==> src/rtl/mips_cfg.svh <==
`ifndef MIPS_CFG_SVH
`define MIPS_CFG_SVH

// first fetch address
// kseg1 boot vector, maps to 32'h1fc00000
`define MIPS_RESET_PC 32'hbfc00000

// general purpose register count
`define MIPS_NUM_REGS 32

// bits for the multicycle state encoding
// five states fit in three bits
`define MIPS_STATE_W 3

// width of a register number
`define MIPS_REG_AW 5

// width of a machine word
`define MIPS_WORD_W 32

`endif

==> src/rtl/mips_pkg.sv <==
`default_nettype none

`include "mips_cfg.svh"

package mips_pkg;

    typedef logic [`MIPS_WORD_W-1:0] word_t;
    // one strobe bit per byte lane
    typedef logic [3:0] rwen_t;
    typedef logic [`MIPS_REG_AW-1:0] creg_addr_t;

    // register format view
    typedef struct packed {
        logic [5:0] opcode;
        creg_addr_t rs;
        creg_addr_t rt;
        creg_addr_t rd;
        logic [4:0] shamt;
        logic [5:0] funct;
    } instr_r_t;

    // immediate format view
    typedef struct packed {
        logic [5:0]  opcode;
        creg_addr_t  rs;
        creg_addr_t  rt;
        logic [15:0] imm;
    } instr_i_t;

    // same fetched word, two decodings
    typedef union packed {
        instr_r_t r;
        instr_i_t i;
    } instr_u;

    typedef enum logic [2:0] {
        ALU_ADD,
        ALU_SUB,
        ALU_AND,
        ALU_OR,
        ALU_SLT,
        ALU_LUI
    } alu_op_t;

    typedef struct packed {
        alu_op_t alu_op;
        logic    alu_src_imm;
        logic    imm_zero_ext;
        logic    reg_dst_rd;
        logic    reg_write;
        logic    mem_read;
        logic    mem_write;
        logic    branch_eq;
        logic    branch_ne;
    } ctrl_t;

    // data read request
    typedef struct packed {
        logic  en;
        word_t addr;
    } m_r_t;

    // data write request
    typedef struct packed {
        rwen_t wen;
        word_t addr;
        word_t wd;
    } m_w_t;

    // register write, also the debug trace
    typedef struct packed {
        logic       wen;
        creg_addr_t addr;
        word_t      wd;
    } rf_w_t;

    typedef enum logic [`MIPS_STATE_W-1:0] {
        S_FETCH,
        S_DECODE,
        S_EXECUTE,
        S_MEMORY,
        S_WRITEBACK
    } state_e;

    // kseg0 and kseg1 fold onto the low 512 MB
    function automatic word_t kseg_to_phys(input word_t vaddr);
        word_t paddr;
        paddr = vaddr;
        case (vaddr[31:28])
            4'h8, 4'ha: paddr[31:28] = 4'h0;
            4'h9, 4'hb: paddr[31:28] = 4'h1;
            // kuseg and kseg2/3 are not translated here
            default:    paddr[31:28] = vaddr[31:28];
        endcase
        return paddr;
    endfunction

endpackage

`default_nettype wire

==> src/rtl/regfile.sv <==
`timescale 1ns/1ps
`default_nettype none

`include "mips_cfg.svh"

module regfile (
    input  logic                 clk,
    input  logic                 reset,
    input  mips_pkg::creg_addr_t ra1,
    input  mips_pkg::creg_addr_t ra2,
    input  logic                 we,
    input  mips_pkg::creg_addr_t wa,
    input  mips_pkg::word_t      wd,
    output mips_pkg::word_t      rd1,
    output mips_pkg::word_t      rd2
);

    mips_pkg::word_t regs [`MIPS_NUM_REGS];

    // register zero never takes a write, so it stays at its reset value
    always_ff @(posedge clk) begin
        if (reset) begin
            for (int i = 0; i < `MIPS_NUM_REGS; i++) begin
                regs[i] <= '0;
            end
        end else if (we && (wa != '0)) begin
            regs[wa] <= wd;
        end
    end

    // async read ports
    assign rd1 = regs[ra1];
    assign rd2 = regs[ra2];

endmodule

`default_nettype wire

==> src/rtl/alu.sv <==
`timescale 1ns/1ps
`default_nettype none

module alu (
    input  mips_pkg::word_t   a,
    input  mips_pkg::word_t   b,
    input  mips_pkg::alu_op_t op,
    output mips_pkg::word_t   y,
    output logic              zero
);

    always_comb begin
        case (op)
            // wraps, no overflow trap in this subset
            mips_pkg::ALU_ADD: y = a + b;
            mips_pkg::ALU_SUB: y = a - b;
            mips_pkg::ALU_AND: y = a & b;
            mips_pkg::ALU_OR:  y = a | b;
            // signed compare
            mips_pkg::ALU_SLT: begin
                y = {31'b0, ($signed(a) < $signed(b))};
            end
            // immediate into the upper half
            mips_pkg::ALU_LUI: y = {b[15:0], 16'h0000};
            default:           y = a + b;
        endcase
    end

    // equality for beq / bne
    // independent of op, so branches need no special op
    assign zero = (a == b);

endmodule

`default_nettype wire

==> src/rtl/decoder.sv <==
`timescale 1ns/1ps
`default_nettype none

module decoder (
    input  mips_pkg::instr_u     instr,
    output mips_pkg::ctrl_t      ctrl,
    output mips_pkg::word_t      imm,
    output mips_pkg::creg_addr_t rs,
    output mips_pkg::creg_addr_t rt,
    output mips_pkg::creg_addr_t wreg
);

    // opcodes
    localparam logic [5:0] OP_SPECIAL = 6'h00;
    localparam logic [5:0] OP_BEQ     = 6'h04;
    localparam logic [5:0] OP_BNE     = 6'h05;
    localparam logic [5:0] OP_ADDIU   = 6'h09;
    localparam logic [5:0] OP_ORI     = 6'h0d;
    localparam logic [5:0] OP_LUI     = 6'h0f;
    localparam logic [5:0] OP_LW      = 6'h23;
    localparam logic [5:0] OP_SW      = 6'h2b;

    // funct codes under SPECIAL
    localparam logic [5:0] FN_ADDU = 6'h21;
    localparam logic [5:0] FN_SUBU = 6'h23;
    localparam logic [5:0] FN_AND  = 6'h24;
    localparam logic [5:0] FN_OR   = 6'h25;
    localparam logic [5:0] FN_SLT  = 6'h2a;

    always_comb begin
        // unknown encodings fall through as a no-op
        ctrl = '0;
        ctrl.alu_op = mips_pkg::ALU_ADD;
        case (instr.i.opcode)
            OP_SPECIAL: begin
                ctrl.reg_dst_rd = 1'b1;
                ctrl.reg_write  = 1'b1;
                case (instr.r.funct)
                    FN_ADDU: ctrl.alu_op = mips_pkg::ALU_ADD;
                    FN_SUBU: ctrl.alu_op = mips_pkg::ALU_SUB;
                    FN_AND:  ctrl.alu_op = mips_pkg::ALU_AND;
                    FN_OR:   ctrl.alu_op = mips_pkg::ALU_OR;
                    FN_SLT:  ctrl.alu_op = mips_pkg::ALU_SLT;
                    default: ctrl = '0;
                endcase
            end
            OP_ADDIU: begin
                ctrl.alu_src_imm = 1'b1;
                ctrl.reg_write   = 1'b1;
            end
            OP_ORI: begin
                ctrl.alu_op       = mips_pkg::ALU_OR;
                ctrl.alu_src_imm  = 1'b1;
                ctrl.imm_zero_ext = 1'b1;
                ctrl.reg_write    = 1'b1;
            end
            OP_LUI: begin
                ctrl.alu_op       = mips_pkg::ALU_LUI;
                ctrl.alu_src_imm  = 1'b1;
                ctrl.imm_zero_ext = 1'b1;
                ctrl.reg_write    = 1'b1;
            end
            // address is base plus signed offset
            OP_LW: begin
                ctrl.alu_src_imm = 1'b1;
                ctrl.reg_write   = 1'b1;
                ctrl.mem_read    = 1'b1;
            end
            OP_SW: begin
                ctrl.alu_src_imm = 1'b1;
                ctrl.mem_write   = 1'b1;
            end
            OP_BEQ: ctrl.branch_eq = 1'b1;
            OP_BNE: ctrl.branch_ne = 1'b1;
            default: ctrl = '0;
        endcase
    end

    // zero or sign extension of the I view
    assign imm = ctrl.imm_zero_ext ? {16'h0000, instr.i.imm}
                                   : {{16{instr.i.imm[15]}}, instr.i.imm};

    assign rs   = instr.i.rs;
    assign rt   = instr.i.rt;
    // R format writes rd, I format writes rt
    assign wreg = ctrl.reg_dst_rd ? instr.r.rd : instr.i.rt;

endmodule

`default_nettype wire

==> src/rtl/datapath.sv <==
`timescale 1ns/1ps
`default_nettype none

`include "mips_cfg.svh"

module datapath (
    input  logic              clk,
    input  logic              reset,
    input  mips_pkg::word_t   instr,
    input  mips_pkg::word_t   rd,
    output mips_pkg::word_t   pc,
    output logic              inst_en,
    output mips_pkg::m_r_t    mread,
    output mips_pkg::m_w_t    mwrite,
    output mips_pkg::rf_w_t   rfwrite,
    output mips_pkg::word_t   wb_pc
);

    mips_pkg::state_e     state;
    mips_pkg::state_e     next_state;
    logic                 run_q;
    mips_pkg::instr_u     ir;
    mips_pkg::instr_u     cur_instr;
    mips_pkg::ctrl_t      ctrl;
    mips_pkg::word_t      imm;
    mips_pkg::creg_addr_t rs;
    mips_pkg::creg_addr_t rt;
    mips_pkg::creg_addr_t wreg;
    mips_pkg::word_t      rd1;
    mips_pkg::word_t      rd2;
    mips_pkg::word_t      a_q;
    mips_pkg::word_t      b_q;
    mips_pkg::word_t      alu_b;
    mips_pkg::word_t      alu_y;
    logic                 alu_zero;
    mips_pkg::word_t      alu_q;
    mips_pkg::word_t      pc_plus4;
    mips_pkg::word_t      br_target;
    logic                 is_branch;
    logic                 br_taken;

    // in decode the word is still on the SRAM bus, afterwards it sits in ir
    always_comb begin
        cur_instr = ir;
        if (state == mips_pkg::S_DECODE) begin
            cur_instr = instr;
        end
    end

    decoder u_decoder (
        .instr (cur_instr),
        .ctrl  (ctrl),
        .imm   (imm),
        .rs    (rs),
        .rt    (rt),
        .wreg  (wreg)
    );

    regfile u_regfile (
        .clk   (clk),
        .reset (reset),
        .ra1   (rs),
        .ra2   (rt),
        .we    (rfwrite.wen),
        .wa    (rfwrite.addr),
        .wd    (rfwrite.wd),
        .rd1   (rd1),
        .rd2   (rd2)
    );

    assign alu_b = ctrl.alu_src_imm ? imm : b_q;

    alu u_alu (
        .a    (a_q),
        .b    (alu_b),
        .op   (ctrl.alu_op),
        .y    (alu_y),
        .zero (alu_zero)
    );

    // branch target relative to the next word
    assign pc_plus4  = pc + 32'd4;
    assign br_target = pc_plus4 + {imm[29:0], 2'b00};
    assign is_branch = ctrl.branch_eq | ctrl.branch_ne;
    assign br_taken  = (ctrl.branch_eq & alu_zero) | (ctrl.branch_ne & ~alu_zero);

    always_comb begin
        case (state)
            // hold one cycle after reset before the first fetch
            mips_pkg::S_FETCH:   next_state = run_q ? mips_pkg::S_DECODE : mips_pkg::S_FETCH;
            mips_pkg::S_DECODE:  next_state = mips_pkg::S_EXECUTE;
            mips_pkg::S_EXECUTE: begin
                next_state = (ctrl.mem_read | ctrl.mem_write) ? mips_pkg::S_MEMORY
                                                              : mips_pkg::S_WRITEBACK;
            end
            // sw has nothing to write back
            mips_pkg::S_MEMORY: begin
                next_state = ctrl.mem_write ? mips_pkg::S_FETCH : mips_pkg::S_WRITEBACK;
            end
            mips_pkg::S_WRITEBACK: next_state = mips_pkg::S_FETCH;
            default:               next_state = mips_pkg::S_FETCH;
        endcase
    end

    // control state and pc
    always_ff @(posedge clk) begin
        if (reset) begin
            state <= mips_pkg::S_FETCH;
            run_q <= 1'b0;
            pc    <= `MIPS_RESET_PC;
            wb_pc <= '0;
        end else begin
            state <= next_state;
            run_q <= 1'b1;
            if (state == mips_pkg::S_EXECUTE) begin
                // pc still belongs to this instruction here
                wb_pc <= pc;
                if (is_branch) begin
                    pc <= br_taken ? br_target : pc_plus4;
                end
            end
            if ((state == mips_pkg::S_WRITEBACK && !is_branch) ||
                (state == mips_pkg::S_MEMORY && ctrl.mem_write)) begin
                pc <= pc_plus4;
            end
        end
    end

    // instruction, operands and result
    always_ff @(posedge clk) begin
        if (state == mips_pkg::S_DECODE) begin
            ir  <= instr;
            a_q <= rd1;
            b_q <= rd2;
        end
        if (state == mips_pkg::S_EXECUTE) begin
            alu_q <= alu_y;
        end
    end

    assign inst_en = (state == mips_pkg::S_FETCH) && run_q;

    // one-cycle memory requests from the registered address
    assign mread.en    = (state == mips_pkg::S_MEMORY) && ctrl.mem_read;
    assign mread.addr  = alu_q;
    assign mwrite.wen  = ((state == mips_pkg::S_MEMORY) && ctrl.mem_write) ? 4'hf : 4'h0;
    assign mwrite.addr = alu_q;
    assign mwrite.wd   = b_q;

    // load data arrives in writeback
    assign rfwrite.wen  = (state == mips_pkg::S_WRITEBACK) && ctrl.reg_write && (wreg != '0);
    assign rfwrite.addr = wreg;
    assign rfwrite.wd   = ctrl.mem_read ? rd : alu_q;

endmodule

`default_nettype wire

==> src/rtl/mycpu_top.sv <==
`timescale 1ns/1ps
`default_nettype none

module mycpu_top (
    input  logic                 clk,
    input  logic                 reset,

    output logic                 inst_sram_en,
    output mips_pkg::rwen_t      inst_sram_wen,
    output mips_pkg::word_t      inst_sram_addr,
    output mips_pkg::word_t      inst_sram_wdata,
    input  mips_pkg::word_t      inst_sram_rdata,

    output logic                 data_sram_en,
    output mips_pkg::rwen_t      data_sram_wen,
    output mips_pkg::word_t      data_sram_addr,
    output mips_pkg::word_t      data_sram_wdata,
    input  mips_pkg::word_t      data_sram_rdata,

    // trace port
    output mips_pkg::word_t      debug_wb_pc,
    output mips_pkg::rwen_t      debug_wb_rf_wen,
    output mips_pkg::creg_addr_t debug_wb_rf_wnum,
    output mips_pkg::word_t      debug_wb_rf_wdata
);

    mips_pkg::m_r_t  mread;
    mips_pkg::m_w_t  mwrite;
    mips_pkg::rf_w_t rfwrite;
    mips_pkg::word_t pc;
    mips_pkg::word_t vaddr;

    datapath u_datapath (
        .clk     (clk),
        .reset   (reset),
        .instr   (inst_sram_rdata),
        .rd      (data_sram_rdata),
        .pc      (pc),
        .inst_en (inst_sram_en),
        .mread   (mread),
        .mwrite  (mwrite),
        .rfwrite (rfwrite),
        .wb_pc   (debug_wb_pc)
    );

    // instruction port is read only
    assign inst_sram_wen   = 4'h0;
    assign inst_sram_wdata = '0;
    assign inst_sram_addr  = mips_pkg::kseg_to_phys(pc);

    // one shared data address, write takes priority
    assign vaddr           = (|mwrite.wen) ? mwrite.addr : mread.addr;
    assign data_sram_en    = mread.en | (|mwrite.wen);
    assign data_sram_wen   = mwrite.wen;
    assign data_sram_addr  = mips_pkg::kseg_to_phys(vaddr);
    assign data_sram_wdata = mwrite.wd;

    // r0 writes are already dropped in the datapath
    assign debug_wb_rf_wen   = {4{rfwrite.wen}};
    assign debug_wb_rf_wnum  = rfwrite.addr;
    assign debug_wb_rf_wdata = rfwrite.wd;

endmodule

`default_nettype wire

==> config.mk <==
export PLATFORM = sky130hd
export DESIGN_NAME = mycpu_top
export DESIGN_NICKNAME = d
export VERILOG_FILES = /design/src/rtl/mips_pkg.sv /design/src/rtl/regfile.sv /design/src/rtl/alu.sv /design/src/rtl/decoder.sv /design/src/rtl/datapath.sv /design/src/rtl/mycpu_top.sv
export VERILOG_INCLUDE_DIRS = /design/src /design/src/rtl
export SDC_FILE = /design/constraint.sdc
export NUM_CORES = 2
export LEC_CHECK = 0
export CAP_MARGIN = 20
export CORE_UTILIZATION = 40
export CTS_BUF_LIST = sky130_fd_sc_hd__clkbuf_2 sky130_fd_sc_hd__clkbuf_4 sky130_fd_sc_hd__clkbuf_8
export CTS_CLUSTER_SIZE = 20
export DETAILED_ROUTE_END_ITERATION = 12
export DONT_BUFFER_PORTS = 1
export GPL_TIMING_DRIVEN = 0
export PLACE_DENSITY = 0.63
export SETUP_SLACK_MARGIN = 0.02
export SLEW_MARGIN = 0
export SYNTH_ARGS = -nofsm -noshare
export SYNTH_HDL_FRONTEND = slang
export SYNTH_SLANG_ARGS = --single-unit
==> constraint.sdc <==
create_clock -name clk -period 11 [get_ports clk]
set_clock_uncertainty 0.05 [all_clocks]
set_input_delay 2.2 -clock clk [delete_from_list [all_inputs] [get_ports clk]]
set_output_delay 2.2 -clock clk [all_outputs]
set_load 0.01 [all_outputs]
Word-level counts from Yosys, hierarchy flattened
Memory sizes are Yosys's and may differ from the RTL's. A register that Yosys moved wholly into a read port is not among the register bits. Cells that the tools add are included. Widths: inputs -> output; s select.

Memories kept: 1. Register bits after elaboration: 132. Bits of input ports: 66. Output and inout port bits: 211. Bits in read-only memories: 0. Bits in latches: 0. RAM bits: 1024.

Memories: u_datapath.u_regfile.regs (words 32, width 32, rd ports 2, clocked after Yosys merged registers in 2, wr ports 32, line regfile.sv:18) `` mips_pkg::word_t regs [`MIPS_NUM_REGS]; ``.

Reductions and logical operators: 25. Multiply operators: 0. Magnitude comparators: 1. Equal/unequal tests: 30. Multiplexer cells: 37. Div/mod/pow operators: 0. Bitwise gates (word level): 9. $add $sub $neg: 4. Shifts and indexed selects: 0.

Operators with widths (count): $mux 32 (9); $pmux 32 s5 (1); $add 32x32->32 (2); $eq 6x6->1 const B (7); $add 32x3->32 const B (1); $and 32x32->32 (1); $eq 32x32->1 (1); $eq 4x4->1 const B (8); $lt 32x32->1 (1); $or 32x32->32 (1); $reduce_or 32->1 (1); $sub 32x32->32 (1); $pmux 3 s4 (2); $eq 6x4->1 const B (3); $pmux 4 s2 (2); $pmux 1 s2 (7); $eq 3x2->1 const B (4); $eq 6x3->1 const B (2); $mux 5 (2); $reduce_or 2->1 (5); $reduce_or 5->1 (2); $eq 3x3->1 const B (3); $mux 1 (9); $pmux 3 s3 (1); 16 further kinds (30).

Longest topological paths before layout
Depth in word-level cells: 15. Mapped depth: 25.

Hierarchy
A second synthesis with hierarchy kept.

Cells, all modules: 6512. Area total of the unflattened synthesis: 72121.7 sq um.

Modules (own cells, without submodules): regfile (cells an instance 4605, instances 1, area each 55888.6 sq um); datapath (cells an instance 913, instances 1, area each 9630.5 sq um); alu (cells an instance 828, instances 1, area each 5228.8 sq um); mycpu_top (cells an instance 88, instances 1, area each 759.5 sq um); decoder (cells an instance 78, instances 1, area each 614.3 sq um).

Worst setup path after synthesis
OpenSTA, ideal clock, no wires.

Path type: register to register. From: reg u_datapath.state[0]. To: reg u_datapath.pc[11]. Setup time: 95 ps. Required time: 10855 ps. Arrival time: 6550 ps. Stages on the path, launching flop included: 21. Slack: 4304 ps. Period minus slack after synthesis: 6696 ps. Path through: dfxtp_1 or3b_1 buf_2 inv_1 buf_4 buf_6 buf_2 buf_1 nand2_1 a31oi_1 inv_1 ha_1 or3_1 or3_1 nor4_1 xnor2_1 or3_1 clkbuf_1 clkbuf_1 o21ai_0 a221oi_1.

Word-level cells in the longest chain between the ends: 15. Elaborated cells between the ends (all ways): 40. Those cells by class: 1 x add/sub; 12 x eq/ne; 12 x mux; 5 x bitwise; 10 x reduce/logical.

Ends and longest elaborated chain: start, declared (line datapath.sv:19) `mips_pkg::state_e state;`; start signal, assigned (line datapath.sv:108) `state <= mips_pkg::S_FETCH;`; start signal, assigned (line datapath.sv:113) `state <= next_state;`; $eq 3x1->1 (line datapath.sv:45) `if (state == mips_pkg::S_DECODE) begin`; $mux 32; $eq 6x4->1 (line decoder.sv:34) `case (instr.i.opcode)`; $reduce_or 2->1 (no source line); $pmux 1 s2 (line decoder.sv:34); $mux 32 (line decoder.sv:80) `assign imm = ctrl.imm_zero_ext ? {16'h0000, instr.i.imm}`; $mux 32 (line datapath.sv:71) `assign alu_b = ctrl.alu_src_imm ? imm : b_q;`; $eq 32x32->1 (line alu.sv:31) `assign zero = (a == b);`; $not 1->1 (line datapath.sv:85) `assign br_taken = (ctrl.branch_eq & alu_zero) | (ctrl.branch_ne & ~alu_zero);`; $and 1x1->1 (line datapath.sv:85); $or 1x1->1 (line datapath.sv:85); $mux 32 (line datapath.sv:119) `pc <= br_taken ? br_target : pc_plus4;`; $mux 32 (line datapath.sv:118) `if (is_branch) begin`; $mux 32 (line datapath.sv:115) `if (state == mips_pkg::S_EXECUTE) begin`; $mux 32 (line datapath.sv:122) `if ((state == mips_pkg::S_WRITEBACK && !is_branch) ||`; end signal, assigned (line datapath.sv:110) `` pc <= `MIPS_RESET_PC; ``; end signal, assigned (line datapath.sv:119); end signal, assigned (line datapath.sv:124) `pc <= pc_plus4;`; end, declared (line datapath.sv:11) `output mips_pkg::word_t pc,`.

Several ways; a longest one is shown, not always the timed one. The select of a mux whose other input is x is not followed. A chain may end at the register's enable or synchronous reset.

Worst setup path after layout
From: reg u_datapath.state[0]. To: reg u_datapath.pc[12].

Same word-level chain as after synthesis.

==> run metrics <==
Hold Buf Count CTS 0; CTS Buf Count roughly 210; area delta synth->final 14.6%; commonest non-fill, non-tap cell in the layout nand2_1; Syn Area/Cell between 8 and 9 sq um; fillers 16.9k; CP startpoint kind register; Sum Neg Setup Slack 0 ns; total power ~17000 uW; Final Cycle Share 0.777; final worst slack around 2.5 ns; Setup WS pre-CTS 2.01 ns; die area ~180000 sq um; CP Class register to register; CP endpoint kind register; initial core utilization 0.404; Clock Tree Buf Depth 3; worst-path cell chain or3b_1 > buf_2 > inv_1 > buf_4 > buf_6 > nand2_1 > o22ai_1 > clkbuf_1 > buf_1 > mux2i_1 > ha_1 > or3_1 > or3_1 > nor4_1 > xnor2_1 > or3_1 > clkbuf_1 > clkbuf_1 > a21oi_1 > a211oi_1; Area contributors post-synth edfxtp_1 48%, nand2_1 13%, nand3_1 7.6%; Port Buf Inserts 0; number of global-route vias before repair between 60k and 70k; fmax between 100 and 150 MHz; starting DRC count in detailed routing 12.2k; max incr delay on CP 0.92 ns; synthesis-stage register bit count around 1.2k; nets 8798; Reg clk slew, reported paths roughly 0.070 ns; Final setup viols 0; status complete, but fails checks; Critical path buffers and inverters 8; worst endpoint required time around 12 ns; # DRC 0; largest net degree at the start of global routing 44; WL met3 ~52000 um; GPL Wtd Cong between 1 and 1.5; power density cells between 200 and 250 nW/um^2; total global routing overflow 0; share of the synthesized area in the top cell type 0.484; Tmin final 8.55 ns; gr usage total 0.410; post-DR wirelength/cell ~33 um; Post-synth EDFFs about 1.1k; Clock Root Buffer clkbuf_8; Slew @ Worst Pin 1.48 ns; H-tree depth 4; drt total wl 370000 um; Hold WC Path Type register to register; failing checks max-capacitance violations; clk sinks 1216; Synth Warn # 0; first-pass GRT wire length approximately 500000 um; Post CTS Setup Buffer Count 0; most frequent cells in the layout 2296 x nand2_1, 1122 x nor2_1, 1120 x edfxtp_1; unique cell type count in the Yosys netlist 80; Most used DFF post-synth edfxtp_1; Post-Layout Inst Area 79700 sq um; top layer in use met5; FFs w/ async S/R, synth 0; fraction of layout cells with a size suffix above 1 0.0824; Row Count approximately 150; slowest CP cell mux2i_1; Vias/cell approximately 6.2; routed length on met2 148000 um; Die W around 420 um; WL met1 roughly 140000 um; Top Family by Delay on Critical Path buffers and inverters; arrival time worst endpoint 9.45 ns; Max VDD drop between 100 and 150 uV; CTS tree done; drt pass-1 iters 7; via count 69.3k; Critical Path Fanout Max 10; unrepaired setup endpoints after global routing false; Hold Violations, Final 0; detailed placement HPWL roughly 290000 um; mapped cell area roughly 70000 sq um; max_slew headroom 0.00397; IO Count 277; Slew Viols, Final 0; Die Y between 400 and 500 um; Static Leakage between 0.03 and 0.04 uW; Synth Instances about 8.2k; placed instance area 75100 sq um; total core area between 150000 and 200000 sq um; clock latency on the worst-skew pair roughly 1.1 ns; Yosys top cell by area edfxtp_1; Seq/Total Area, Yosys 0.511; fin util 0.463; post-cts sizing count 0; Max Cap Viol 1; antenna violations before repair between 40 and 50; Final ANT Viol Nets 0
metal layers:
metal,vias up,global-route usage
met2,5608,0.570
met5,-,0
met3,947,0.134
met1,33500,0.541
li1,29200,-
met4,24,0.272
metrics by stage:
step | std cells | hold WS (ns)
floorplan | 8257 | 0.386
global placement | 10600 | 0.402
detailed placement | 10700 | 0.410
CTS | 11100 | 0.418
global route | 11100 | 0.443
finish | 11100 | 0.414
cells in the mapped netlist (13+ instances only):
master / instances
nor3_1: 41
buf_4: 102
o21bai_1: 17
o31ai_1: 13
nand2_1: 2327
xor2_1: 29
o22ai_1: 18
a21o_1: 106
inv_1: 159
nand2b_1: 17
a21oi_1: 153
mux2i_1: 66
nor2_1: 1122
edfxtp_1: 1120
a31oi_1: 83
and3_1: 141
xnor2_1: 61
clkbuf_1: 646
nand4_1: 13
nor2b_1: 20
o211ai_1: 20
o21ai_0: 67
dfxtp_1: 96
a211oi_1: 27
buf_1: 49
ha_1: 127
a311oi_1: 326
nand3_1: 1053
report_power, final:
group          total, uW  switching, uW  internal [uW]
clock               4470           2130           2330
sequential          5540            199           5340
combinational       7300           5520           1790
path summary, 6_finish.rpt:
path                             from                end  slack, ns  cells after the start
setup / recovery  u_datapath.state[0]  u_datapath.pc[12]       2.45                     20
setup reg to reg  u_datapath.state[0]  u_datapath.pc[12]       2.45                     20
hold / removal      u_datapath.ir[30]  u_datapath.ir[30]       0.41                      2
hold reg to reg     u_datapath.ir[30]  u_datapath.ir[30]       0.41                      2
sequential cells by signal, summed over array words and instances (netlist names):
signal,cells
u_datapath.alu_q,32
u_datapath.run_q,1
u_datapath.b_q,32
u_datapath.u_regfile.regs,1024
u_datapath.wb_pc,30
u_datapath.ir,32
u_datapath.state,3
u_datapath.pc,30
u_datapath.a_q,32
layout make-up:
type	instances	area, sq um	area share
sequential	1216	35600	0.446
inverter	164	616	0.00772
timing repair buffer	129	2000	0.0251
buffer	808	3460	0.0434
tap	2310	2890	0.0363
multi-input combinational	6069	30700	0.386
clock inverter	85	618	0.00776
antenna	30	75.1	0.000942
clock buffer	313	3740	0.0470
cells by family after synthesis:
group	Yosys count	share of synthesized area
other cells	1	0.0000539
xor+xnor	90	0.0113
flops	1216	0.511
compound gates	915	0.0967
fa+ha+maj	130	0.0237
simple gates	4793	0.289
buf+inv	972	0.0582
mux	69	0.0101
worst min-delay path, cell delays in order (launching register included):
cell	delay [ns]
dfxtp_1	0.32
nand2_1	0.06
nand2_1	0.05
No activity file was read; power rests on OpenSTA's default activity.
